### config.mk
export PLATFORM = sky130hd
export DESIGN_NAME = ccu_top
export DESIGN_NICKNAME = d
export VERILOG_FILES = /design/src/logic/ccu_pkg.sv /design/src/logic/ccu_arb.sv /design/src/logic/ccu_biu.sv /design/src/logic/ccu_top.sv
export SDC_FILE = /design/constraint.sdc
export NUM_CORES = 1
export LEC_CHECK = 0
export BUFFER_PORTS_ARGS = -buffer_cell sky130_fd_sc_hd__buf_4
export CORE_AREA = 2 2 214 216
export CTS_CLUSTER_DIAMETER = 200
export DETAILED_ROUTE_END_ITERATION = 16
export DIE_AREA = 0 0 216 218
export PLACE_DENSITY = 0.62
export SYNTH_ARGS = -nofsm -noshare
export SYNTH_HDL_FRONTEND = slang
export SYNTH_SLANG_ARGS = --single-unit
### constraint.sdc
create_clock -name clk -period 3.2 [get_ports clk]
set_clock_uncertainty 0.15 [all_clocks]
set_input_delay 0.64 -clock clk [delete_from_list [all_inputs] [get_ports clk]]
set_output_delay 0.64 -clock clk [all_outputs]
set_load 0.02 [all_outputs]
### src/logic/ccu_pkg.sv
package ccu_pkg;

    // Memory side widths
    localparam int CCU_ADDR_WIDTH = 32;
    localparam int CCU_WORD_WIDTH = 32;
    localparam int CCU_LINE_SIZE  = 16;
    localparam int CCU_LINE_WIDTH = CCU_LINE_SIZE * 8;

    // A line moves over the bus as this many word beats
    localparam int CCU_BEATS      = CCU_LINE_WIDTH / CCU_WORD_WIDTH;
    localparam int CCU_BEAT_WIDTH = $clog2(CCU_BEATS);

    // Requestor 0 is the fill path, requestor 1 the victim writeback path
    localparam int CCU_NUM_REQ    = 2;
    localparam int CCU_IDX_WIDTH  = $clog2(CCU_NUM_REQ);

    // Line transaction from a requestor, address is line aligned
    typedef struct packed {
        logic                      we;
        logic [CCU_ADDR_WIDTH-1:0] addr;
        logic [CCU_LINE_WIDTH-1:0] data;
    } ccu_req_t;

    // One word beat on the external memory bus
    typedef struct packed {
        logic                      we;
        logic [CCU_ADDR_WIDTH-1:0] addr;
        logic [CCU_WORD_WIDTH-1:0] data;
    } ccu_bus_req_t;

    typedef enum logic [1:0] {
        ARB_IDLE = 2'b00,
        ARB_BUSY = 2'b01,
        ARB_DONE = 2'b10
    } ccu_arb_state_t;

    // GAP keeps the bus enable low for one cycle between beats
    typedef enum logic [1:0] {
        BIU_IDLE = 2'b00,
        BIU_BEAT = 2'b01,
        BIU_GAP  = 2'b10,
        BIU_DONE = 2'b11
    } ccu_biu_state_t;

endpackage

### src/logic/ccu_arb.sv
`timescale 1ns/1ps

module ccu_arb (
    input  logic                                          clk,
    input  logic                                          i_rst,

    // Requestor side, bit 0 has the highest priority
    input  logic [ccu_pkg::CCU_NUM_REQ-1:0]               i_req_valid,
    input  ccu_pkg::ccu_req_t [ccu_pkg::CCU_NUM_REQ-1:0]  i_req,
    output logic [ccu_pkg::CCU_NUM_REQ-1:0]               o_req_done,
    output logic [ccu_pkg::CCU_LINE_WIDTH-1:0]            o_rsp_data,

    // BIU side
    input  logic                                          i_biu_done,
    input  logic [ccu_pkg::CCU_LINE_WIDTH-1:0]            i_biu_data,
    output logic                                          o_biu_en,
    output ccu_pkg::ccu_req_t                             o_biu_req
);

    import ccu_pkg::*;

    ccu_arb_state_t           state_r;
    ccu_arb_state_t           state_next;
    logic [CCU_IDX_WIDTH-1:0] pick_idx;
    logic                     any_valid;
    logic [CCU_IDX_WIDTH-1:0] idx_r;
    logic                     arb_done;
    logic                     biu_en;
    logic [CCU_NUM_REQ-1:0]   done_sel;

    // Fixed priority pick, the lowest numbered valid requestor wins
    always_comb begin
        pick_idx  = '0;
        any_valid = 1'b0;
        for (int i = CCU_NUM_REQ - 1; i >= 0; i--) begin
            if (i_req_valid[i]) begin
                pick_idx  = CCU_IDX_WIDTH'(i);
                any_valid = 1'b1;
            end
        end
    end

    // The index only follows the pick while idle and is held for the whole transaction
    always_ff @(posedge clk) begin
        if (i_rst) begin
            idx_r <= '0;
        end else if (state_r == ARB_IDLE) begin
            idx_r <= pick_idx;
        end
    end

    // FSM
    // A valid seen in IDLE starts a transaction, the BIU done ends it,
    // and DONE gives the requestor its one cycle done pulse
    always_comb begin
        case (state_r)
            ARB_IDLE: begin
                arb_done   = 1'b0;
                biu_en     = 1'b0;
                state_next = any_valid ? ARB_BUSY : ARB_IDLE;
            end
            ARB_BUSY: begin
                arb_done   = i_biu_done;
                biu_en     = i_req_valid[idx_r];
                state_next = i_biu_done ? ARB_DONE : ARB_BUSY;
            end
            ARB_DONE: begin
                arb_done   = 1'b0;
                biu_en     = 1'b0;
                state_next = ARB_IDLE;
            end
            default: begin
                arb_done   = 1'b0;
                biu_en     = 1'b0;
                state_next = ARB_IDLE;
            end
        endcase
    end

    always_ff @(posedge clk) begin
        if (i_rst) begin
            state_r <= ARB_IDLE;
        end else begin
            state_r <= state_next;
        end
    end

    // Only the selected requestor sees done
    always_comb begin
        done_sel        = '0;
        done_sel[idx_r] = arb_done;
    end

    always_ff @(posedge clk) begin
        if (i_rst) begin
            o_req_done <= '0;
        end else begin
            o_req_done <= done_sel;
        end
    end

    // The line lines up with the done pulse one cycle after the BIU done
    always_ff @(posedge clk) begin
        o_rsp_data <= i_biu_data;
    end

    // Enable to the BIU follows the selected valid while busy
    always_ff @(posedge clk) begin
        if (i_rst) begin
            o_biu_en <= 1'b0;
        end else begin
            o_biu_en <= biu_en;
        end
    end

    always_ff @(posedge clk) begin
        o_biu_req <= i_req[idx_r];
    end

endmodule

### src/logic/ccu_biu.sv
`timescale 1ns/1ps

module ccu_biu (
    input  logic                               clk,
    input  logic                               i_rst,

    // Line transaction from the arbiter
    input  logic                               i_biu_en,
    input  ccu_pkg::ccu_req_t                  i_biu_req,
    output logic                               o_biu_done,
    output logic [ccu_pkg::CCU_LINE_WIDTH-1:0] o_biu_data,

    // External memory bus, one word per beat
    output logic                               o_bus_en,
    output ccu_pkg::ccu_bus_req_t              o_bus_req,
    input  logic                               i_bus_ack,
    input  logic [ccu_pkg::CCU_WORD_WIDTH-1:0] i_bus_data
);

    import ccu_pkg::*;

    ccu_biu_state_t            state_r;
    ccu_biu_state_t            state_next;
    logic                      en_q;
    logic                      en_rise;
    logic [CCU_BEAT_WIDTH-1:0] beat_r;
    logic                      last_beat;
    logic                      beat_ack;
    logic [CCU_ADDR_WIDTH-1:0] beat_offset;
    ccu_req_t                  req_r;

    // The arbiter enable stays high for one cycle past done, so only a rising
    // edge may start a new line
    always_ff @(posedge clk) begin
        if (i_rst) begin
            en_q <= 1'b0;
        end else begin
            en_q <= i_biu_en;
        end
    end

    assign en_rise   = i_biu_en && !en_q;
    assign beat_ack  = (state_r == BIU_BEAT) && i_bus_ack;
    assign last_beat = (beat_r == CCU_BEAT_WIDTH'(CCU_BEATS - 1));

    // FSM
    // Each beat is followed by a one cycle GAP, the last beat goes to DONE
    always_comb begin
        case (state_r)
            BIU_IDLE: begin
                state_next = en_rise ? BIU_BEAT : BIU_IDLE;
            end
            BIU_BEAT: begin
                if (i_bus_ack) begin
                    state_next = last_beat ? BIU_DONE : BIU_GAP;
                end else begin
                    state_next = BIU_BEAT;
                end
            end
            BIU_GAP: begin
                state_next = BIU_BEAT;
            end
            BIU_DONE: begin
                state_next = BIU_IDLE;
            end
            default: begin
                state_next = BIU_IDLE;
            end
        endcase
    end

    always_ff @(posedge clk) begin
        if (i_rst) begin
            state_r <= BIU_IDLE;
        end else begin
            state_r <= state_next;
        end
    end

    // Beat counter wraps back to zero after the fourth ack
    always_ff @(posedge clk) begin
        if (i_rst) begin
            beat_r <= '0;
        end else if (beat_ack) begin
            beat_r <= beat_r + 1'b1;
        end
    end

    // Latch the line request at the start, then fill read words in place
    // so the same register holds the response line for reads and writes
    always_ff @(posedge clk) begin
        if ((state_r == BIU_IDLE) && en_rise) begin
            req_r <= i_biu_req;
        end else if (beat_ack && !req_r.we) begin
            req_r.data[beat_r*CCU_WORD_WIDTH +: CCU_WORD_WIDTH] <= i_bus_data;
        end
    end

    // Word k sits at the line base plus 4k
    assign beat_offset = CCU_ADDR_WIDTH'({beat_r, 2'b00});

    // Built from held registers, so the beat is stable until its ack
    always_comb begin
        o_bus_req.we   = req_r.we;
        o_bus_req.addr = req_r.addr + beat_offset;
        o_bus_req.data = req_r.data[beat_r*CCU_WORD_WIDTH +: CCU_WORD_WIDTH];
    end

    assign o_bus_en   = (state_r == BIU_BEAT);
    assign o_biu_done = (state_r == BIU_DONE);
    assign o_biu_data = req_r.data;

endmodule

### src/logic/ccu_top.sv
`timescale 1ns/1ps

module ccu_top (
    input  logic                                          clk,
    input  logic                                          i_rst,

    // Cache side requestors
    input  logic [ccu_pkg::CCU_NUM_REQ-1:0]               i_req_valid,
    input  ccu_pkg::ccu_req_t [ccu_pkg::CCU_NUM_REQ-1:0]  i_req,
    output logic [ccu_pkg::CCU_NUM_REQ-1:0]               o_req_done,
    output logic [ccu_pkg::CCU_LINE_WIDTH-1:0]            o_rsp_data,

    // External memory bus
    output logic                                          o_bus_en,
    output ccu_pkg::ccu_bus_req_t                         o_bus_req,
    input  logic                                          i_bus_ack,
    input  logic [ccu_pkg::CCU_WORD_WIDTH-1:0]            i_bus_data
);

    import ccu_pkg::*;

    // Arbiter to BIU
    logic                      biu_en;
    ccu_req_t                  biu_req;
    logic                      biu_done;
    logic [CCU_LINE_WIDTH-1:0] biu_data;

    ccu_arb u_arb (
        .clk         (clk),
        .i_rst       (i_rst),
        .i_req_valid (i_req_valid),
        .i_req       (i_req),
        .o_req_done  (o_req_done),
        .o_rsp_data  (o_rsp_data),
        .i_biu_done  (biu_done),
        .i_biu_data  (biu_data),
        .o_biu_en    (biu_en),
        .o_biu_req   (biu_req)
    );

    // Splits each line into word beats on the memory bus
    ccu_biu u_biu (
        .clk        (clk),
        .i_rst      (i_rst),
        .i_biu_en   (biu_en),
        .i_biu_req  (biu_req),
        .o_biu_done (biu_done),
        .o_biu_data (biu_data),
        .o_bus_en   (o_bus_en),
        .o_bus_req  (o_bus_req),
        .i_bus_ack  (i_bus_ack),
        .i_bus_data (i_bus_data)
    );

endmodule

== Yosys cells after proc, flatten, opt, wreduce, memory -nomap -nowiden ==
Index checks and enable logic that the tools add are counted.

* Add/sub/neg operators: 3
* $lt $le $gt $ge: 2
* Equality and inequality tests: 5
* Shift operators: 3
* Multiplexer cells: 20
* Bitwise logic cells: 2
* Reductions and logical operators: 11

{| class="wikitable"
|+ Operator list
! operator !! count
|-
| 161-bit two-way mux || 2
|-
| 128-bit two-way mux || 2
|-
| 128-bit bitwise mux || 1
|-
| 32-bit by 34-bit variable shift with 128-bit output, first input constant || 1
|-
| 128-bit by 8-bit indexed part select with 32-bit output || 1
|-
| 32-bit by 34-bit indexed part select with 128-bit output || 1
|-
| 7-bit negation with 34-bit output || 1
|-
| 32-bit by 4-bit adder with 32-bit output || 1
|-
| 1-bit two-way mux || 10
|-
| 2-bit one-hot mux with 4 select lines || 1
|-
| 2-bit == test, second input constant || 3
|-
| 1-bit logical AND || 5
|-
| 2-bit by 1-bit == test with 1-bit output, second input constant || 2
|-
| 2-bit zero test || 2
|-
| 2-bit two-way mux || 2
|-
| 2-bit one-hot mux with 2 select lines || 1
|-
| 2-bit by 1-bit adder with 2-bit output, second input constant || 1
|-
| 2-bit AND || 1
|-
| 1-bit zero test || 2
|-
| 1-bit by 2-bit < comparator with 1-bit output, second input constant || 1
|-
| 2-bit nonzero test || 1
|-
| 2-bit OR reduction || 1
|-
| 1-bit demux with 1-bit select || 1
|-
| 1-bit >= comparator, second input constant || 1
|-
| 1-bit NOT || 1
|}

* Flip-flop bits (word level): 461
* Word-level logic and storage cells: 60

== Logic depth before layout (Yosys ltp) ==
* Depth in word-level cells: 5
* Mapped depth: 9
* Depth with buffers taken out: 6

== By module ==
A second synthesis with hierarchy kept.

* Cell total of the unflattened synthesis: 1098
* Area, all modules: 16876.2 um^2

{| class="wikitable"
|+ By module, submodules not included
! module !! instances !! cells each !! area each (um^2)
|-
| ccu_biu || 1 || 613 || 8887.3
|-
| ccu_arb || 1 || 485 || 7988.9
|}

== Worst setup path before layout ==
No wires, ideal clock.

* Kind: register to register
* From: register u_biu.state_r[0]
* To: register u_biu.req_r, in the netlist u_biu.o_biu_data[0], enable pin
* Arrival: 2.647 ns
* Data required time: 2.662 ns
* Setup slack: 0.015 ns
* Stages on the path, launching flop included: 5
* Period minus slack after synthesis: 3.185 ns
* Cell sequence: dfxtp_1 -> nor4b_2 -> buf_4 -> clkbuf_1 -> a21o_1

* Word-level cells in the longest chain between the ends: 4
* Elaborated cells between the ends (all ways): 6

{| class="wikitable"
|+ RTL lines
! item !! RTL line !! source
|-
| start, declared || ccu_biu.sv:22 || <nowiki>ccu_biu_state_t state_r;</nowiki>
|-
| start signal, assigned || ccu_biu.sv:76 || <nowiki>state_r <= state_next;</nowiki>
|-
| 2-bit by 1-bit == test with 1-bit output || ccu_biu.sv:43 || <nowiki>assign beat_ack = (state_r == BIU_BEAT) && i_bus_ack;</nowiki>
|-
| 1-bit logical AND || ccu_biu.sv:43 ||
|-
| 1-bit logical AND || ccu_biu.sv:94 || <nowiki>end else if (beat_ack && !req_r.we) begin</nowiki>
|-
| 2-bit nonzero test (no line) * || - ||
|-
| end signal, assigned || ccu_biu.sv:93 || <nowiki>req_r <= i_biu_req;</nowiki>
|-
| end, declared || ccu_biu.sv:30 || <nowiki>ccu_req_t req_r;</nowiki>
|}

Every way passes the cells marked *; elsewhere a longest branch is shown, timed or not.
A chain may end at the register's enable or synchronous reset.

==> results.py <==
metrics = {
    "run_status": {
        "status": "finished with violations",
        "violations": "setup timing",
    },
    "power": {
        "switchingPower_w": 0.00286,
        "pwr-share-seq_pct": 50.4,
        "p_sw_share_pct": 22.2,
        "ir_worst_vdd_mv": 0.476,
        "p_total_w": 0.0129,
        "power_leakage_nw": 9.05,
        "p_int_w": 0.0100,
        "p_comb_share_pct": 9.4,
        "clockPowerShare_pct": 40.2,
        "powerDensity_nw_per_um2": 583,
    },
    "critical_path": {
        "path_depth": 9,
        "path_max_fanout": 4,
        "critPathLaunchType": "flop",
        "regToRegSetupSlack_ns": 0.55,
        "path_cells": "ha_4 -> fa_2 -> and4_4 -> nor3b_4 -> buf_6 -> clkbuf_16 -> nand2_2 -> xnor2_2 -> buf_4",
        "cpPeakStageDelay_ns": 0.41,
        "cp-end-kind": "output port",
        "worstReg2RegStart": "u_biu.beat_r[0]",
        "cpMaxStageDelayCell": "edfxtp_1",
        "r2r-end": "u_biu.o_biu_data[123]",
        "path_buf_inv": 3,
        "critical_path.top_delay_family": "adder cells",
        "rr_worst_depth": 5,
        "crit_required_ns": 2.41,
        "cp.arrival_ns": 2.49,
        "critPathKind": "flop to output port",
    },
    "yosys": {
        "seq_area_frac_synth_pct": 69.0,
        "yosysWarningCount": 0,
        "synthDistinctLibCells": 37,
        "syn_avg_cell_area_um2": 16.4,
        "synth_seq_cells": 461,
        "synthCells": 960,
        "synth_nets": 1327,
        "syn_area_um2": 15700,
    },
    "place": {
        "gp_congestion": 0.811,
        "placed_area_um2": 20500,
        "hpwlAfterDp_mm": 32.6,
        "io_buffer_count": 554,
    },
    "cts": {
        "clk_transition_reported_paths_ns": 0.06,
        "cts_hold_buf": 0,
        "cts_made_buffers": 46,
        "clockRootBuffer": "clkbuf_16",
        "h-tree-depth": 2,
        "clkLatencyLatePin_ns": 0.56,
        "cts_tree": "built",
        "cts.sinks": 461,
        "ctsLongestPathBuffers": 3,
    },
    "timing": {
        "relSlewSlack_pct": 27.5,
        "tightest_slew_ns": 1.09,
        "setup_viol": 4,
        "post-route-period-util_pct": 103,
        "finalHoldViolations": 0,
        "drv_slew": 0,
        "grt_setup_unrepaired": "true",
        "setup_ws_ns": -0.0835,
        "min_period_ns": 3.28,
        "fmax_ghz": 0.305,
    },
    "die": {
        "die_w_um": 216,
        "num_rows": 78,
        "start_util_pct": 35.0,
        "die_h_um": 218,
        "core_region_area_um2": 44900,
        "top_level_ports": 555,
        "dieArea_um2": 47100,
    },
    "drt": {
        "ant_nets": 0,
        "drt-vias-per-instance": 4.66,
        "finalWirelength_mm": 45.5,
        "via_count": 10066,
        "dr.pass1.iters": 7,
        "drc": 0,
        "wl_per_cell_um": 21.1,
        "drt-initial-drc-count": 479,
    },
    "grt": {
        "grtUsageTotal_pct": 18.7,
        "grt_pass1_wl_mm": 65.2,
        "grt_overflow": 0,
        "grt_antenna_before_repair": 1,
        "grt_max_degree": 163,
        "grt_pass1_vias": 10423,
    },
    "layout": {
        "area_growth_pct": 40.8,
        "finalNetCount": 1889,
        "postLayoutCellArea_um2": 22100,
        "n_fill_cell": 3923,
        "drive_gt1_share_pct": 55.0,
    },
    "flow_run": {
        "max_cap_violations": 0,
    },
    "worst_hold_path": {
        "min_to": "u_arb.o_biu_req[18]",
        "min_from": "i_req[179]",
        "hp-class": "input port to flop",
        "min_path_cells": 2,
    },
}
sequential cells by signal (all words and copies together), names as in the netlist:
register          flops
u_arb.idx_r           1
u_biu.req_r          32
u_arb.state_r         2
u_arb.o_rsp_data    128
u_biu.beat_r          2
u_arb.o_biu_en        1
u_biu.o_bus_req       1
u_arb.o_biu_req     161
u_biu.state_r         2
u_biu.en_q            1
u_arb.o_req_done      2
u_biu.o_biu_data    128
cells in the final DEF (no fill, tap or decap), drive strengths merged, types with 9 or more instances in the layout:
cell type	count
a22o	128
buf	574
clkbuf	66
clkinv	11
dfxtp	300
edfxtp	161
mux2	161
mux4	32
nand2	10
nand3	13
nand4	9
xnor2	24
power groups by stage:
stage | logic (W) | clock network [W] | registers (W)
global route | 0.00129 | 0.00554 | 0.00652
global placement | 0.00121 | 0 | 0.00661
finish | 0.00121 | 0.00518 | 0.00649
detailed placement | 0.00122 | 0 | 0.00662
CTS | 0.00123 | 0.00530 | 0.00649
floorplan | 0.000458 | 0 | 0.00665
timing repair:
| action | in CTS | in global routing |
|---|---|---|
| setup endpoints to repair | 50 | 19 |
| resized for setup | 6 | 14 |
| pin swaps | 2 | 8 |
| cloned | 0 | 2 |
| setup buffers | 3 | 3 |
Yosys cell counts:
| library cell | count | area (um^2) |
|---|---|---|
| nor2b_1 | 3 | 18.8 |
| xor2_1 | 5 | 43.8 |
| buf_4 | 4 | 30.0 |
| buf_2 | 22 | 110 |
| buf_6 | 9 | 101 |
| fa_1 | 1 | 20.0 |
| nor2_1 | 7 | 26.3 |
| or4b_1 | 1 | 10.0 |
| edfxtp_1 | 161 | 4830 |
| nand2_1 | 10 | 37.5 |
| nor4b_2 | 1 | 15.0 |
| and3_1 | 5 | 31.3 |
| and4b_1 | 1 | 10.0 |
| a21o_1 | 4 | 30.0 |
| mux2_2 | 161 | 1810 |
| ha_1 | 7 | 87.6 |
| xnor2_1 | 24 | 210 |
| nor4_2 | 1 | 12.5 |
| nand3_1 | 13 | 65.1 |
| inv_1 | 2 | 7.51 |
| clkbuf_1 | 25 | 93.8 |
| nand2b_1 | 2 | 12.5 |
| nor4_1 | 1 | 6.26 |
| a21oi_1 | 5 | 25.0 |
| buf_1 | 1 | 3.75 |
| and2_1 | 1 | 6.26 |
| nor3b_2 | 1 | 12.5 |
| nor3_1 | 1 | 5.00 |
| and4_1 | 8 | 70.1 |
| mux4_2 | 32 | 721 |
| nor4_4 | 1 | 21.3 |
| o311a_1 | 1 | 10.0 |
| mux2i_1 | 1 | 10.0 |
| dfxtp_1 | 300 | 6010 |
| o21ai_0 | 1 | 5.00 |
| nand4_1 | 9 | 56.3 |
| a22o_1 | 128 | 1120 |
final cells by class:
class / instances / area, um^2 / area share [%]
well taps: 600 / 751 / 3.40
flip-flops and latches: 461 / 10800 / 49.1
diodes: 1 / 2.50 / 0.0113
inverters: 2 / 7.51 / 0.0340
multi-input cells: 436 / 4610 / 20.8
clock buffers: 65 / 1240 / 5.63
repair buffers: 575 / 4440 / 20.1
clock inverters: 20 / 205 / 0.928
through the flow:
stage               util [%]  worst slack (ns)  hold WS [ns]  setup TNS (ns)  instances
global route            49.2            -0.166         0.126           -1.35       2160
floorplan                  -            0.0151         0.193               0        960
detailed placement      45.6             0.205         0.200               0       2066
finish                  49.2           -0.0835         0.153          -0.248       2160
global placement        45.6             0.234         0.197               0       2066
CTS                     49.0           -0.0445         0.109          -0.209       2154
logic make-up after synthesis:
logic type	after synthesis	share of synthesized area, %
xor gates and xnor gates	29	1.62
AOI/OAI and AO/OA	139	7.59
DFF	461	69.0
buffers and inverters	63	2.21
muxes	194	16.2
and+or+nand+nor	66	2.65
adders and majority gates	8	0.685
routing by layer:
metal | routed length [um] | share of wire, % | vias up | GRT usage (%)
met5 | 0 | 0 | - | 0
met4 | 1210 | 2.6 | 0 | 6.92
met3 | 3060 | 6.7 | 75 | 4.52
met2 | 23600 | 52 | 372 | 33.3
met1 | 17600 | 39 | 4858 | 21.7
li1 | - | - | 4761 | -
worst max-delay path by stage:
stage	startpoint	slack [ns]	endpoint
6_report	u_biu.req_r[130]	-0.08	o_bus_req[50]
3_5_place_dp	u_biu.beat_r[0]	0.21	o_bus_req[60]
2_1_floorplan	u_biu.state_r[0]	0.02	u_biu.o_biu_data[0]
5_1_grt	u_biu.req_r[130]	-0.17	o_bus_req[56]
4_1_cts	u_biu.req_r[130]	-0.04	o_bus_req[60]
3_3_place_gp	u_biu.beat_r[0]	0.23	o_bus_req[62]
Power figures use the tool's default switching activity.
